**config.mk**
```make
export PLATFORM = sky130hd
export DESIGN_NAME = axi_rd_subsys
export DESIGN_NICKNAME = d
export VERILOG_FILES = /design/src/design/axi_pkg.sv /design/src/design/dma_pkg.sv /design/src/design/axi_ar_cmd_gen.sv /design/src/design/axi_rd_dma.sv /design/src/design/stream_fifo.sv /design/src/design/axi_rd_subsys.sv
export SDC_FILE = /design/constraint.sdc
export NUM_CORES = 1
export LEC_CHECK = 0
export BUFFER_PORTS_ARGS = -buffer_cell sky130_fd_sc_hd__buf_4
export CAP_MARGIN = 10
export CORE_AREA = 2 2 210 212
export DETAILED_ROUTE_END_ITERATION = 6
export DIE_AREA = 0 0 212 214
export PLACE_DENSITY = 0.71
export SLEW_MARGIN = 20
export SYNTH_ARGS = -nofsm -noshare
export SYNTH_HDL_FRONTEND = slang
export SYNTH_SLANG_ARGS = --single-unit
```
**constraint.sdc**
```tcl
create_clock -name clk -period 6.5 [get_ports clk]
set_input_delay 0 -clock clk [delete_from_list [all_inputs] [get_ports clk]]
set_output_delay 0 -clock clk [all_outputs]
set_load 0.01 [all_outputs]
```
**src/design/axi_pkg.sv**
```systemverilog
package axi_pkg;

	// *************************************************************************
	// Bus widths
	// *************************************************************************

	// Fixed for this subsystem, the structs below depend on them
	localparam int addr_w = 32;
	localparam int data_w = 32;
	localparam int id_w   = 4;

	// *************************************************************************
	// AR channel encodings
	// *************************************************************************

	// 4 bytes per beat, full data bus width
	localparam logic [2:0] axi_size_c = 3'b010;

	// Burst type codes
	localparam logic [1:0] burst_fixed_c = 2'b00;
	localparam logic [1:0] burst_incr_c  = 2'b01;

	// Read address request, 49 bits
	typedef struct packed {
		logic [id_w-1:0]   id;
		logic [addr_w-1:0] addr;
		// Beats minus one
		logic [7:0]        len;
		logic [2:0]        size;
		logic [1:0]        burst;
	} axi_ar_t;

	// Read data beat
	typedef struct packed {
		logic [id_w-1:0]   id;
		logic [data_w-1:0] data;
		// Response code, not checked by the read engine
		logic [1:0]        resp;
		// Final beat of the burst
		logic              last;
	} axi_r_t;

endpackage

```
**src/design/dma_pkg.sv**
```systemverilog
package dma_pkg;

	// *************************************************************************
	// Transfer descriptor
	// *************************************************************************

	// Two-dimensional read job, handed over with the start strobe
	typedef struct packed {
		// Byte address of the first line
		logic [axi_pkg::addr_w-1:0] base;
		// Bytes per line, non-zero multiple of 4
		logic [15:0]                line_size;
		// Number of lines in the job
		logic [15:0]                num_lines;
		// Byte distance from one line start to the next
		logic [axi_pkg::addr_w-1:0] stride;
	} xfer_cfg_t;

	// *************************************************************************
	// Data buffer word
	// *************************************************************************

	// One R beat as seen by the consumer
	typedef struct packed {
		// Read data, passed on unchanged
		logic [axi_pkg::data_w-1:0] data;
		// Set on the final beat of each burst
		logic                       last;
	} buf_word_t;

endpackage

```
**src/design/axi_ar_cmd_gen.sv**
```systemverilog
`timescale 1ns/1ps

module axi_ar_cmd_gen #(
	parameter int MAX_BURST_LEN = 16
) (
	input  logic                       clk,
	input  logic                       arst_n,
	input  logic                       start,
	input  dma_pkg::xfer_cfg_t         cfg,
	input  logic                       ar_ready,
	output logic [axi_pkg::addr_w-1:0] ar_addr,
	output logic [7:0]                 ar_len,
	output logic                       ar_incr,
	output logic                       ar_valid,
	output logic                       busy
);
	import axi_pkg::*;

	// Burst length cap in beats, same width as the beat math below
	localparam logic [13:0] max_beats_c = 14'(MAX_BURST_LEN);

	// Job in progress, drives both ar_valid and busy
	logic              active;
	// Descriptor fields needed after start
	logic [15:0]       line_size_q;
	logic [addr_w-1:0] stride_q;
	// Walk state
	logic [addr_w-1:0] line_base;
	logic [addr_w-1:0] cur_addr;
	logic [15:0]       rem_bytes;
	logic [15:0]       lines_left;
	// Burst sizing
	logic [12:0]       page_bytes;
	logic [13:0]       beats;
	logic [15:0]       burst_bytes;
	// Events
	logic              start_ok;
	logic              ar_fire;
	logic              line_end;
	logic              xfer_end;

	// *************************************************************************
	// Burst sizing
	// *************************************************************************

	// Bytes left before the next 4 KB page, 4 to 4096
	assign page_bytes = 13'h1000 - {1'b0, cur_addr[11:0]};

	// Smallest of line remainder, length cap and page remainder
	always_comb begin
		beats = rem_bytes[15:2];
		if (beats > max_beats_c) begin
			beats = max_beats_c;
		end
		if (beats > {3'b000, page_bytes[12:2]}) begin
			beats = {3'b000, page_bytes[12:2]};
		end
	end

	assign burst_bytes = {beats, 2'b00};

	// This burst finishes the line, and maybe the whole job
	assign line_end = (burst_bytes == rem_bytes);
	assign xfer_end = line_end && (lines_left == 16'd1);

	// A zero-line job has nothing to fetch, so it is dropped
	assign start_ok = start && !active && (cfg.num_lines != 16'd0);
	assign ar_fire  = active && ar_ready;

	// *************************************************************************
	// Control state
	// *************************************************************************

	always_ff @(posedge clk or negedge arst_n) begin
		if (!arst_n) begin
			active     <= 1'b0;
			lines_left <= '0;
			rem_bytes  <= '0;
		end else if (start_ok) begin
			active     <= 1'b1;
			lines_left <= cfg.num_lines;
			rem_bytes  <= cfg.line_size;
		end else if (ar_fire) begin
			// Last request of the job, drop busy next cycle
			if (xfer_end) begin
				active <= 1'b0;
			end
			if (line_end) begin
				lines_left <= lines_left - 16'd1;
				rem_bytes  <= line_size_q;
			end else begin
				rem_bytes <= rem_bytes - burst_bytes;
			end
		end
	end

	// Address path, only meaningful while active
	always_ff @(posedge clk) begin
		if (start_ok) begin
			line_size_q <= cfg.line_size;
			stride_q    <= cfg.stride;
			line_base   <= cfg.base;
			cur_addr    <= cfg.base;
		end else if (ar_fire) begin
			if (line_end) begin
				// Jump to the start of the next line
				line_base <= line_base + stride_q;
				cur_addr  <= line_base + stride_q;
			end else begin
				cur_addr <= cur_addr + addr_w'(burst_bytes);
			end
		end
	end

	// *************************************************************************
	// Outputs
	// *************************************************************************

	assign ar_addr  = cur_addr;
	assign ar_len   = 8'(beats - 14'd1);
	assign ar_incr  = (beats != 14'd1);
	assign ar_valid = active;
	assign busy     = active;

	// Request must not change while the slave stalls it
	ap_ar_stable: assert property (@(posedge clk) disable iff (!arst_n)
		ar_valid && !ar_ready |=> ar_valid && $stable(ar_addr) && $stable(ar_len));

	// No burst runs past a 4 KB page
	ap_no_4k_cross: assert property (@(posedge clk) disable iff (!arst_n)
		ar_valid |-> (14'(ar_addr[11:0]) + {4'd0, ar_len, 2'b00} + 14'd4) <= 14'd4096);

	// Length field stays within the configured cap
	ap_len_max: assert property (@(posedge clk) disable iff (!arst_n)
		ar_valid |-> int'(ar_len) < MAX_BURST_LEN);

endmodule

```
**src/design/axi_rd_dma.sv**
```systemverilog
`timescale 1ns/1ps

module axi_rd_dma #(
	parameter int MAX_BURST_LEN = 16
) (
	input  logic               clk,
	input  logic               arst_n,
	input  logic               start,
	input  dma_pkg::xfer_cfg_t cfg,
	output logic               busy,
	output axi_pkg::axi_ar_t   ar,
	output logic               ar_valid,
	input  logic               ar_ready,
	input  axi_pkg::axi_r_t    r,
	input  logic               r_valid,
	output logic               r_ready,
	output dma_pkg::buf_word_t word,
	output logic               word_valid,
	input  logic               word_ready
);
	import axi_pkg::*;

	// Raw burst request from the generator
	logic [addr_w-1:0] gen_addr;
	logic [7:0]        gen_len;
	logic              gen_incr;

	// *************************************************************************
	// AR channel
	// *************************************************************************

	axi_ar_cmd_gen #(
		.MAX_BURST_LEN(MAX_BURST_LEN)
	) i_cmd_gen (
		.clk     (clk),
		.arst_n  (arst_n),
		.start   (start),
		.cfg     (cfg),
		.ar_ready(ar_ready),
		.ar_addr (gen_addr),
		.ar_len  (gen_len),
		.ar_incr (gen_incr),
		.ar_valid(ar_valid),
		.busy    (busy)
	);

	// Single ID, full-width beats; single-beat bursts go out as FIXED
	assign ar = '{
		id:    '0,
		addr:  gen_addr,
		len:   gen_len,
		size:  axi_size_c,
		burst: gen_incr ? burst_incr_c : burst_fixed_c
	};

	// *************************************************************************
	// R channel to data buffer
	// *************************************************************************

	// Straight mapping, zero latency; RRESP and RID are ignored
	assign word       = '{data: r.data, last: r.last};
	assign word_valid = r_valid;
	// Buffer back-pressure goes right back to the slave
	assign r_ready    = word_ready;

	// Slave keeps its beat up until it is taken
	ap_r_hold: assert property (@(posedge clk) disable iff (!arst_n)
		r_valid && !r_ready |=> r_valid && $stable(r));

endmodule

```
**src/design/stream_fifo.sv**
```systemverilog
`timescale 1ns/1ps

module stream_fifo #(
	parameter type payload_t  = logic,
	parameter int  FIFO_DEPTH = 8
) (
	input  logic     clk,
	input  logic     arst_n,
	input  payload_t in_data,
	input  logic     in_valid,
	output logic     in_ready,
	output payload_t out_data,
	output logic     out_valid,
	input  logic     out_ready
);
	// Depth is a power of two, so pointers wrap on their own
	localparam int              ptr_w   = $clog2(FIFO_DEPTH);
	localparam logic [ptr_w:0] depth_c = (ptr_w + 1)'(FIFO_DEPTH);

	// Storage
	payload_t         mem [FIFO_DEPTH];
	logic [ptr_w-1:0] wr_ptr;
	logic [ptr_w-1:0] rd_ptr;
	// Occupancy from 0 to FIFO_DEPTH
	logic [ptr_w:0]   count;
	logic             push;
	logic             pop;

	// *************************************************************************
	// Handshakes
	// *************************************************************************

	assign in_ready  = (count != depth_c);
	assign out_valid = (count != '0);
	assign push      = in_valid && in_ready;
	assign pop       = out_valid && out_ready;

	// Head of queue is readable one cycle after the write
	assign out_data = mem[rd_ptr];

	// *************************************************************************
	// Storage and pointers
	// *************************************************************************

	always_ff @(posedge clk) begin
		if (push) begin
			mem[wr_ptr] <= in_data;
		end
	end

	always_ff @(posedge clk or negedge arst_n) begin
		if (!arst_n) begin
			wr_ptr <= '0;
			rd_ptr <= '0;
			count  <= '0;
		end else begin
			if (push) begin
				wr_ptr <= wr_ptr + 1'b1;
			end
			if (pop) begin
				rd_ptr <= rd_ptr + 1'b1;
			end
			// Push and pop together leave the count alone
			case ({push, pop})
				2'b10:   count <= count + 1'b1;
				2'b01:   count <= count - 1'b1;
				default: count <= count;
			endcase
		end
	end

	// Occupancy never goes past the depth
	ap_no_overflow: assert property (@(posedge clk) disable iff (!arst_n)
		count <= depth_c);

	// Nothing leaves an empty queue, so its count never wraps below zero
	ap_no_underflow: assert property (@(posedge clk) disable iff (!arst_n)
		count == '0 && !push |=> count == '0);

	// count agrees with the pointer distance
	ap_ptr_count: assert property (@(posedge clk) disable iff (!arst_n)
		count[ptr_w-1:0] == ptr_w'(wr_ptr - rd_ptr));

endmodule

```
**src/design/axi_rd_subsys.sv**
```systemverilog
`timescale 1ns/1ps

module axi_rd_subsys #(
	parameter int MAX_BURST_LEN = 16,
	parameter int FIFO_DEPTH    = 8
) (
	input  logic               clk,
	input  logic               arst_n,
	input  logic               start,
	input  dma_pkg::xfer_cfg_t cfg,
	output logic               busy,
	output axi_pkg::axi_ar_t   ar,
	output logic               ar_valid,
	input  logic               ar_ready,
	input  axi_pkg::axi_r_t    r,
	input  logic               r_valid,
	output logic               r_ready,
	output dma_pkg::buf_word_t out_word,
	output logic               out_valid,
	input  logic               out_ready
);
	import dma_pkg::*;

	// Read engine to output queue
	buf_word_t word;
	logic      word_valid;
	logic      word_ready;

	// Read engine, owns AR and R
	axi_rd_dma #(
		.MAX_BURST_LEN(MAX_BURST_LEN)
	) i_rd_dma (
		.clk       (clk),
		.arst_n    (arst_n),
		.start     (start),
		.cfg       (cfg),
		.busy      (busy),
		.ar        (ar),
		.ar_valid  (ar_valid),
		.ar_ready  (ar_ready),
		.r         (r),
		.r_valid   (r_valid),
		.r_ready   (r_ready),
		.word      (word),
		.word_valid(word_valid),
		.word_ready(word_ready)
	);

	// Output queue decouples R from the consumer
	stream_fifo #(
		.payload_t (buf_word_t),
		.FIFO_DEPTH(FIFO_DEPTH)
	) i_out_fifo (
		.clk      (clk),
		.arst_n   (arst_n),
		.in_data  (word),
		.in_valid (word_valid),
		.in_ready (word_ready),
		.out_data (out_word),
		.out_valid(out_valid),
		.out_ready(out_ready)
	);

endmodule

```
Yosys cells after proc, flatten, opt, wreduce, memory -nomap -nowiden
Memories as Yosys holds them, arrays and structs flattened.
Index checks and enable logic that the tools add are counted.
{ "word_totals": {"regBits": 155, "latch_bits": 0, "ram_bits": 264, "mem_bits_ro": 0, "input_bits": 141, "output_inout_bits": 86, "memories": 1} }
{ "op_classes": {"add_sub_neg": 10, "multipliers": 0, "div": 0, "n_lt_le_gt_ge": 2, "eq_ne": 6, "shift": 0, "mux": 21, "bitwise_logic": 0, "reduce_logical": 15} }
{ "memory_table": {"columns": ["memory", "words", "word_bits", "rd", "rd_clocked_by_memory_dff", "write_ports", "line_no", "source"], "rows": [
  ["i_out_fifo.mem", 8, 33, 1, 0, 1, "stream_fifo.sv:21", "payload_t mem [FIFO_DEPTH];"]
]} }
{ "ops": {"columns": ["op", "count"], "rows": [
  ["$mux 32", 6],
  ["$mux 16", 6],
  ["$add 32x16->32", 1],
  ["$add 32x32->32", 1],
  ["$mux 14", 2],
  ["$eq 16x1->1 const B", 1],
  ["$eq 16x16->1", 1],
  ["$reduce_bool 16->1", 1],
  ["$sub 16x1->16 const B", 1],
  ["$sub 16x16->16", 1],
  ["$gt 14x11->1", 1],
  ["$gt 14x5->1 const B", 1],
  ["$ne 14x1->1 const B", 1],
  ["$sub 13x12->13 const A", 1],
  ["$pmux 4 s2", 1],
  ["$reduce_bool 2->1", 4],
  ["$sub 8x1->8 const B", 1],
  ["$add 3x1->3 const B", 2],
  ["$logic_and 1x1->1", 6],
  ["$mux 1", 6],
  ["$add 4x1->4 const B", 1],
  ["$ne 4x4->1 const B", 1],
  ["$reduce_and 2->1", 2],
  ["$reduce_bool 4->1", 1],
  ["other kinds (4)", 4]
]} }

Depth between registers and ports, before layout
{ "logic_depth": {"depth_word": 9, "depth_mapped": 29} }

By module
A second synthesis with hierarchy kept.
{ "unflattened": {"hier_cells": 1558, "area_unflattened_um2": 21126.5} }
{ "modules_own_cells": {"columns": ["module", "instances", "cells_per_inst", "area_each_um2", "seq_area_each_um2"], "rows": [
  ["stream_fifo", 1, 447, 10666.5, 8177.8],
  ["axi_ar_cmd_gen", 1, 1065, 10122.2, 4189.0],
  ["axi_rd_dma", 1, 46, 337.8, 0.0]
]} }

Worst setup path before layout
Ideal clock, no wire load.
{ "synth_timing": {"kind": "reg2reg", "start": "register, netlist name i_rd_dma.i_cmd_gen.ar_addr[3]", "end": "register i_rd_dma.i_cmd_gen.cur_addr[0] (netlist: i_rd_dma.i_cmd_gen.ar_addr[0]), enable pin", "setup_ns": 0.377, "arrival_ns": 5.355, "t_required_ns": 6.123, "slack_ns": 0.769, "stages_incl_launch_ff": 24, "path_buffers": 3, "path_cell_list": "edfxtp_1 > or4_1 > clkbuf_1 > nor4_2 > nand2b_1 > nor4_1 > xor2_1 > ha_1 > nand2_1 > nor2_1 > nand4_1 > nand2_1 > a21oi_1 > a21oi_1 > clkbuf_1 > buf_2 > nor2_1 > a31o_1 > ha_1 > nand4bb_1 > or4_4 > nand2_1 > nand2_1 > inv_2"} }
{ "synth_lines": {"columns": ["element", "line_no", "source"], "rows": [
  ["end signal: assignment", "axi_ar_cmd_gen.sv:103", "cur_addr <= cfg.base;"],
  ["end signal: assignment", "axi_ar_cmd_gen.sv:108", "cur_addr <= line_base + stride_q;"],
  ["end signal: assignment", "axi_ar_cmd_gen.sv:110", "cur_addr <= cur_addr + addr_w'(burst_bytes);"],
  ["end: declaration", "axi_ar_cmd_gen.sv:29", "logic [addr_w-1:0] cur_addr;"]
]} }

Final worst setup path
{ "layout_timing": {"start": "register i_rd_dma.i_cmd_gen.cur_addr[3] (netlist: i_rd_dma.i_cmd_gen.ar_addr[3])", "end": "register i_rd_dma.i_cmd_gen.cur_addr[20] (netlist: i_rd_dma.i_cmd_gen.ar_addr[20]) (data pin)"} }
{ "layout_between": {"elab_chain_cells": 7} }
{ "layout_lines": {"columns": ["element", "line_no", "source"], "rows": [
  ["$sub 13x12->13", "axi_ar_cmd_gen.sv:47", "assign page_bytes = 13'h1000 - {1'b0, cur_addr[11:0]};"],
  ["$gt 14x11->1", "axi_ar_cmd_gen.sv:55", "if (beats > {3'b000, page_bytes[12:2]}) begin"],
  ["$mux 14", "axi_ar_cmd_gen.sv:55", null],
  ["$add 32x16->32 / $eq 16x16->1 (equally long branches)", "axi_ar_cmd_gen.sv:110, axi_ar_cmd_gen.sv:63", null],
  ["$mux 32 (*)", "axi_ar_cmd_gen.sv:105", "if (line_end) begin"],
  ["$mux 32 (*)", "axi_ar_cmd_gen.sv:104", "end else if (ar_fire) begin"],
  ["$mux 32 (*)", "axi_ar_cmd_gen.sv:99", "if (start_ok) begin"]
]} }
Mark *: on every way between the ends. The rest lies on a longest branch, timed or not. The select of a mux whose other input is x is not followed.
A chain may end at the register's enable or synchronous reset.

==> tab_implementation.tex <==
\begin{tabular}{lr}
\hline
Metric & Value \\
\hline
\multicolumn{2}{l}{\textbf{Outcome}} \\
\quad Result of the run & finished, final reports clean \\
\multicolumn{2}{l}{\textbf{Placement}} \\
\quad Total of buffers placed on input and output ports & 212 \\
\quad \# placed instances & 2267 \\
\quad Dpl cell area & 22800 um2 \\
\quad Minimum setup slack after placement & 0.459 ns \\
\quad Final estimated routing congestion in global placement & 0.904 \\
\quad Half-perimeter wire length after detailed placement & 31.6 mm \\
\multicolumn{2}{l}{\textbf{Clocking}} \\
\quad Clock tree from TritonCTS & done \\
\quad Clock-pin transition on the worst setup and hold timing paths & 0.06 ns \\
\quad Library cell used as clock root buffer & sky130\_fd\_sc\_hd\_\_clkbuf\_16 \\
\quad Clk buf depth & 3 \\
\quad Max H-tree Level & 2 \\
\quad Total CTS buffers & 45 \\
\quad Clock sink count & 419 \\
\quad Worst-skew pair later-pin latency & 0.58 ns \\
\multicolumn{2}{l}{\textbf{STA}} \\
\quad Slew margin rel. & 32.8\% \\
\quad Finish-stage setup viols & 0 \\
\quad Worst-case setup margin in the final layout & 0.563 ns \\
\quad Slew @ Worst Pin & 1.01 ns \\
\quad Slew Viols, Final & 0 \\
\quad Tcrit/Tclk final & 91.3\% \\
\quad Post-route clock skew & 0.0193 ns \\
\quad FMAX & 168 MHz \\
\quad Time the worst path needs with I/O delays and setup & 5.94 ns \\
\quad Final hold violations & 0 \\
\multicolumn{2}{l}{\textbf{Power and ir drop}} \\
\quad Sequential Power Share & 36.6\% \\
\quad Net switching component of the power & 3420 uW \\
\quad Worst ir drop on vdd & 0.285 mV \\
\quad Cell leakage power & 0.00951 uW \\
\quad Internal Power & 6930 uW \\
\quad Pwr dens & 403 nW/um2 \\
\quad Share of power burned in the clock network & 25.2\% \\
\quad Tot Pwr & 10400 uW \\
\quad Switching Fraction & 33.0\% \\
\quad Relative contribution of combinational cells to total power & 38.2\% \\
\multicolumn{2}{l}{\textbf{GRT}} \\
\quad First-pass GRT wire length & 77.6 mm \\
\quad Vias in the first global route & 14200 \\
\quad Global-route total usage across every layer & 22.1\% \\
\quad Pin count of the biggest net entering global routing & 103 \\
\quad Congestion Overflow GR & 0 \\
\quad Antenna violations before repair & 6 \\
\multicolumn{2}{l}{\textbf{Finish}} \\
\quad Post-layout util & 59.9\% \\
\quad Final instance area & 25700 um2 \\
\quad Fraction of final layout cells sized beyond drive strength 1 & 23.5\% \\
\quad Number of fill cells & 3242 \\
\quad Area overhead of the layout relative to synthesis & 25.5\% \\
\quad Count of placed standard cells in the final layout, fillers left out & 2487 \\
\quad Number of nets in the finished design & 2088 \\
\multicolumn{2}{l}{\textbf{Floorplanning}} \\
\quad Chip Height & 214 um \\
\quad Area of the core & 42900 um2 \\
\quad Initial cell density of the core & 47.8\% \\
\quad I/O pin cnt & 227 \\
\quad Num rows & 76 \\
\quad Chip Width & 212 um \\
\quad Die footprint & 45400 um2 \\
\multicolumn{2}{l}{\textbf{Flow run}} \\
\quad Max-cap check violation count & 0 \\
\multicolumn{2}{l}{\textbf{Detailed routing}} \\
\quad Detailed-route wire length & 50.5 mm \\
\quad DRT iter0 DRCs & 1092 \\
\quad DRC violations left & 0 \\
\quad TritonRoute pass-1 iters & 5 \\
\quad WL/cell & 20.3 um \\
\quad Detailed-route via count & 14100 \\
\quad Routed via count divided by cell count & 5.66 \\
\quad Count of antenna-violating nets left after detailed routing & 0 \\
\multicolumn{2}{l}{\textbf{Setup path}} \\
\quad Kind of cell adding the most delay to the critical path & simple AND/OR/NAND/NOR gates \\
\quad Worst endpoint data arrival time & 6.33 ns \\
\quad Crit-path max cell delay & 0.70 ns \\
\quad Critical path class & register to register \\
\quad Critical path buffer and inverter count & 2 \\
\quad Library cell contributing the largest single delay on the critical path & sky130\_fd\_sc\_hd\_\_or4\_1 \\
\quad Biggest fanout along the worst timing path & 17 \\
\quad Type of origin of the critical path & register \\
\quad Data required time of the critical path & 6.90 ns \\
\quad Cell occurring most often along the worst timing path & sky130\_fd\_sc\_hd\_\_a21oi\_1 \\
\quad Sort of element at the end of the critical path & register \\
\multicolumn{2}{l}{\textbf{Yosys}} \\
\quad Unique cell type count in the Yosys netlist & 83 \\
\quad Mean cell area of the mapped netlist & 13.7 um2 \\
\quad Most frequent cells after synthesis & sky130\_fd\_sc\_hd\_\_edfxtp\_1 (376), sky130\_fd\_sc\_hd\_\_nand2\_1 (118), sky130\_fd\_sc\_hd\_\_nor2\_1 (85) \\
\quad Yosys warns & 0 \\
\quad Ranking of synthesized cells by area & sky130\_fd\_sc\_hd\_\_edfxtp\_1 (55\%), sky130\_fd\_sc\_hd\_\_mux4\_2 (7.3\%), sky130\_fd\_sc\_hd\_\_dfrtp\_1 (5.3\%), sky130\_fd\_sc\_hd\_\_ha\_1 (4.8\%), sky130\_fd\_sc\_hd\_\_nand2\_1 (2.2\%) \\
\quad Biggest area consumer among synthesized cells & sky130\_fd\_sc\_hd\_\_edfxtp\_1 \\
\quad Synthesized instance count & 1499 \\
\quad Post-synth EDFFs & 376 \\
\quad Register bit total from synthesis & 419 \\
\quad Library cell with the highest instance count after synthesis & sky130\_fd\_sc\_hd\_\_edfxtp\_1 \\
\quad Dominant synthesized flop cell & sky130\_fd\_sc\_hd\_\_edfxtp\_1 \\
\quad Seq/Total Area, Yosys & 60.4\% \\
\quad Async set-reset flop share out of synthesis & 10.3\% \\
\quad Area share of the largest cell type after synthesis & 55.1\% \\
\quad Netlist Area Pre-Place & 20500 um2 \\
\multicolumn{2}{l}{\textbf{Hold path}} \\
\quad Tightest Hold Check Type & primary input to register \\
\hline
\end{tabular}
[cells by family after synthesis]
| logic type | share of synthesized area (%) |
|---|---|
| flops | 60.4 |
| buf+inv | 2.29 |
| simple gates | 8.74 |
| xor+xnor | 3.59 |
| fa+ha+maj | 5.16 |
| compound gates | 9.98 |
| other cells | 0.0367 |
| mux | 9.81 |
[power groups by stage]
| stage | sequential (uW) | combinational, uW | clock (uW) |
|---|---|---|---|
| global placement | 3810 | 3790 | 0 |
| global route | 3840 | 4340 | 2740 |
| detailed placement | 3830 | 3860 | 0 |
| CTS | 3790 | 3960 | 2650 |
| finish | 3790 | 3960 | 2610 |
| floorplan | 3730 | 2670 | 0 |
[path summary, 6_finish.rpt]
check | cells past startpoint | from | endpoint | slack [ns]
min in group asynchronous | 3 | arst_n | i_rd_dma.i_cmd_gen.rem_bytes[14]$_DFFE_PN0P_ | 0.32
max reg2reg | 26 | i_rd_dma.i_cmd_gen.ar_addr[3]$_DFFE_PP_ | i_rd_dma.i_cmd_gen.ar_addr[20]$_DFFE_PP_ | 0.56
max | 26 | i_rd_dma.i_cmd_gen.ar_addr[3]$_DFFE_PP_ | i_rd_dma.i_cmd_gen.ar_addr[20]$_DFFE_PP_ | 0.56
max in group asynchronous | 4 | arst_n | i_rd_dma.i_cmd_gen.rem_bytes[10]$_DFFE_PN0P_ | 5.73
min reg2reg | 1 | i_out_fifo.count[3]$_DFFE_PN0P_ | i_out_fifo.count[3]$_DFFE_PN0P_ | 0.49
min | 2 | cfg[10] | i_rd_dma.i_cmd_gen.stride_q[10]$_DFFE_PP_ | 0.15
[flip-flops by register name, summed over array words and instances, names as in the netlist]
signal,cells
i_rd_dma.i_cmd_gen.rem_bytes,16
i_out_fifo.wr_ptr,3
i_rd_dma.i_cmd_gen.stride_q,32
i_rd_dma.i_cmd_gen.ar_addr,32
i_rd_dma.i_cmd_gen.line_size_q,16
i_rd_dma.i_cmd_gen.ar_valid,1
i_out_fifo.mem,264
i_out_fifo.count,4
i_out_fifo.rd_ptr,3
i_rd_dma.i_cmd_gen.lines_left,16
i_rd_dma.i_cmd_gen.line_base,32
[worst reg2reg max path, cell delays in order, from the launching register on]
cell and delay (ns):
sky130_fd_sc_hd__edfxtp_1 0.48, sky130_fd_sc_hd__or4_1 0.70, sky130_fd_sc_hd__nor4_2 0.31, sky130_fd_sc_hd__nand2b_1 0.21, sky130_fd_sc_hd__nor4_2 0.28, sky130_fd_sc_hd__xor2_1 0.24, sky130_fd_sc_hd__ha_1 0.16, sky130_fd_sc_hd__nand2_1 0.06
sky130_fd_sc_hd__nor2_1 0.14, sky130_fd_sc_hd__nand4_1 0.13, sky130_fd_sc_hd__nand2_1 0.09, sky130_fd_sc_hd__a21oi_1 0.04, sky130_fd_sc_hd__a21oi_1 0.12, sky130_fd_sc_hd__buf_4 0.24, sky130_fd_sc_hd__a31o_1 0.27, sky130_fd_sc_hd__ha_1 0.22
sky130_fd_sc_hd__inv_1 0.06, sky130_fd_sc_hd__fa_1 0.40, sky130_fd_sc_hd__nor2b_1 0.13, sky130_fd_sc_hd__o21a_1 0.16, sky130_fd_sc_hd__o21ai_1 0.11, sky130_fd_sc_hd__a21oi_1 0.28, sky130_fd_sc_hd__o21a_2 0.34, sky130_fd_sc_hd__and3_1 0.20
sky130_fd_sc_hd__xor2_1 0.14, sky130_fd_sc_hd__nor2_1 0.05, sky130_fd_sc_hd__o31ai_1 0.21
[layout make-up]
class,count,area [um2],share of cell area [%]
clock buffer,55,1190,4.64
sequential,419,12400,48.1
clock inverter,24,310,1.21
antenna,5,12.5,0.0487
timing repair buffer,371,3160,12.3
tap,585,732,2.85
inverter,39,154,0.599
multi-input combinational,989,7770,30.2
[layout by cell type, fill, tap and decap left out, types with 41 or more instances in the layout]
master / netlist / layout
sky130_fd_sc_hd__a21oi_1: 83 / 83
sky130_fd_sc_hd__buf_4: 11 / 234
sky130_fd_sc_hd__clkbuf_16: 0 / 45
sky130_fd_sc_hd__dfrtp_1: 43 / 41
sky130_fd_sc_hd__dlygate4sd3_1: 0 / 135
sky130_fd_sc_hd__edfxtp_1: 376 / 376
sky130_fd_sc_hd__ha_1: 78 / 78
sky130_fd_sc_hd__mux4_2: 66 / 66
sky130_fd_sc_hd__nand2_1: 118 / 118
sky130_fd_sc_hd__nor2_1: 85 / 84
sky130_fd_sc_hd__o21ai_1: 60 / 60
sky130_fd_sc_hd__xnor2_1: 47 / 47
[what timing repair did]
item | 4_1_cts | 5_1_grt
hold buffers | 136 | 0
setup endpoints to repair | 0 | 23
endpoints found under the hold margin | 457 | 0
gates resized for setup | 0 | 4
setup buffers | 0 | 0
[stage by stage]
step	TNS, ns	hold slack (ns)
detailed placement	0	0.0509
CTS	0	0.121
finish	0	0.152
global route	-0.00141	0.133
floorplan	0	-0.296
global placement	0	0.0473
[metal layers]
metal	track usage, %	wire, um	up-vias
li1	-	-	6490
met5	0	13	-
met2	37.5	24700	485
met3	4.65	3560	119
met4	8.40	1690	2
met1	27.8	20500	6973
(Power assumes the default switching activity.)
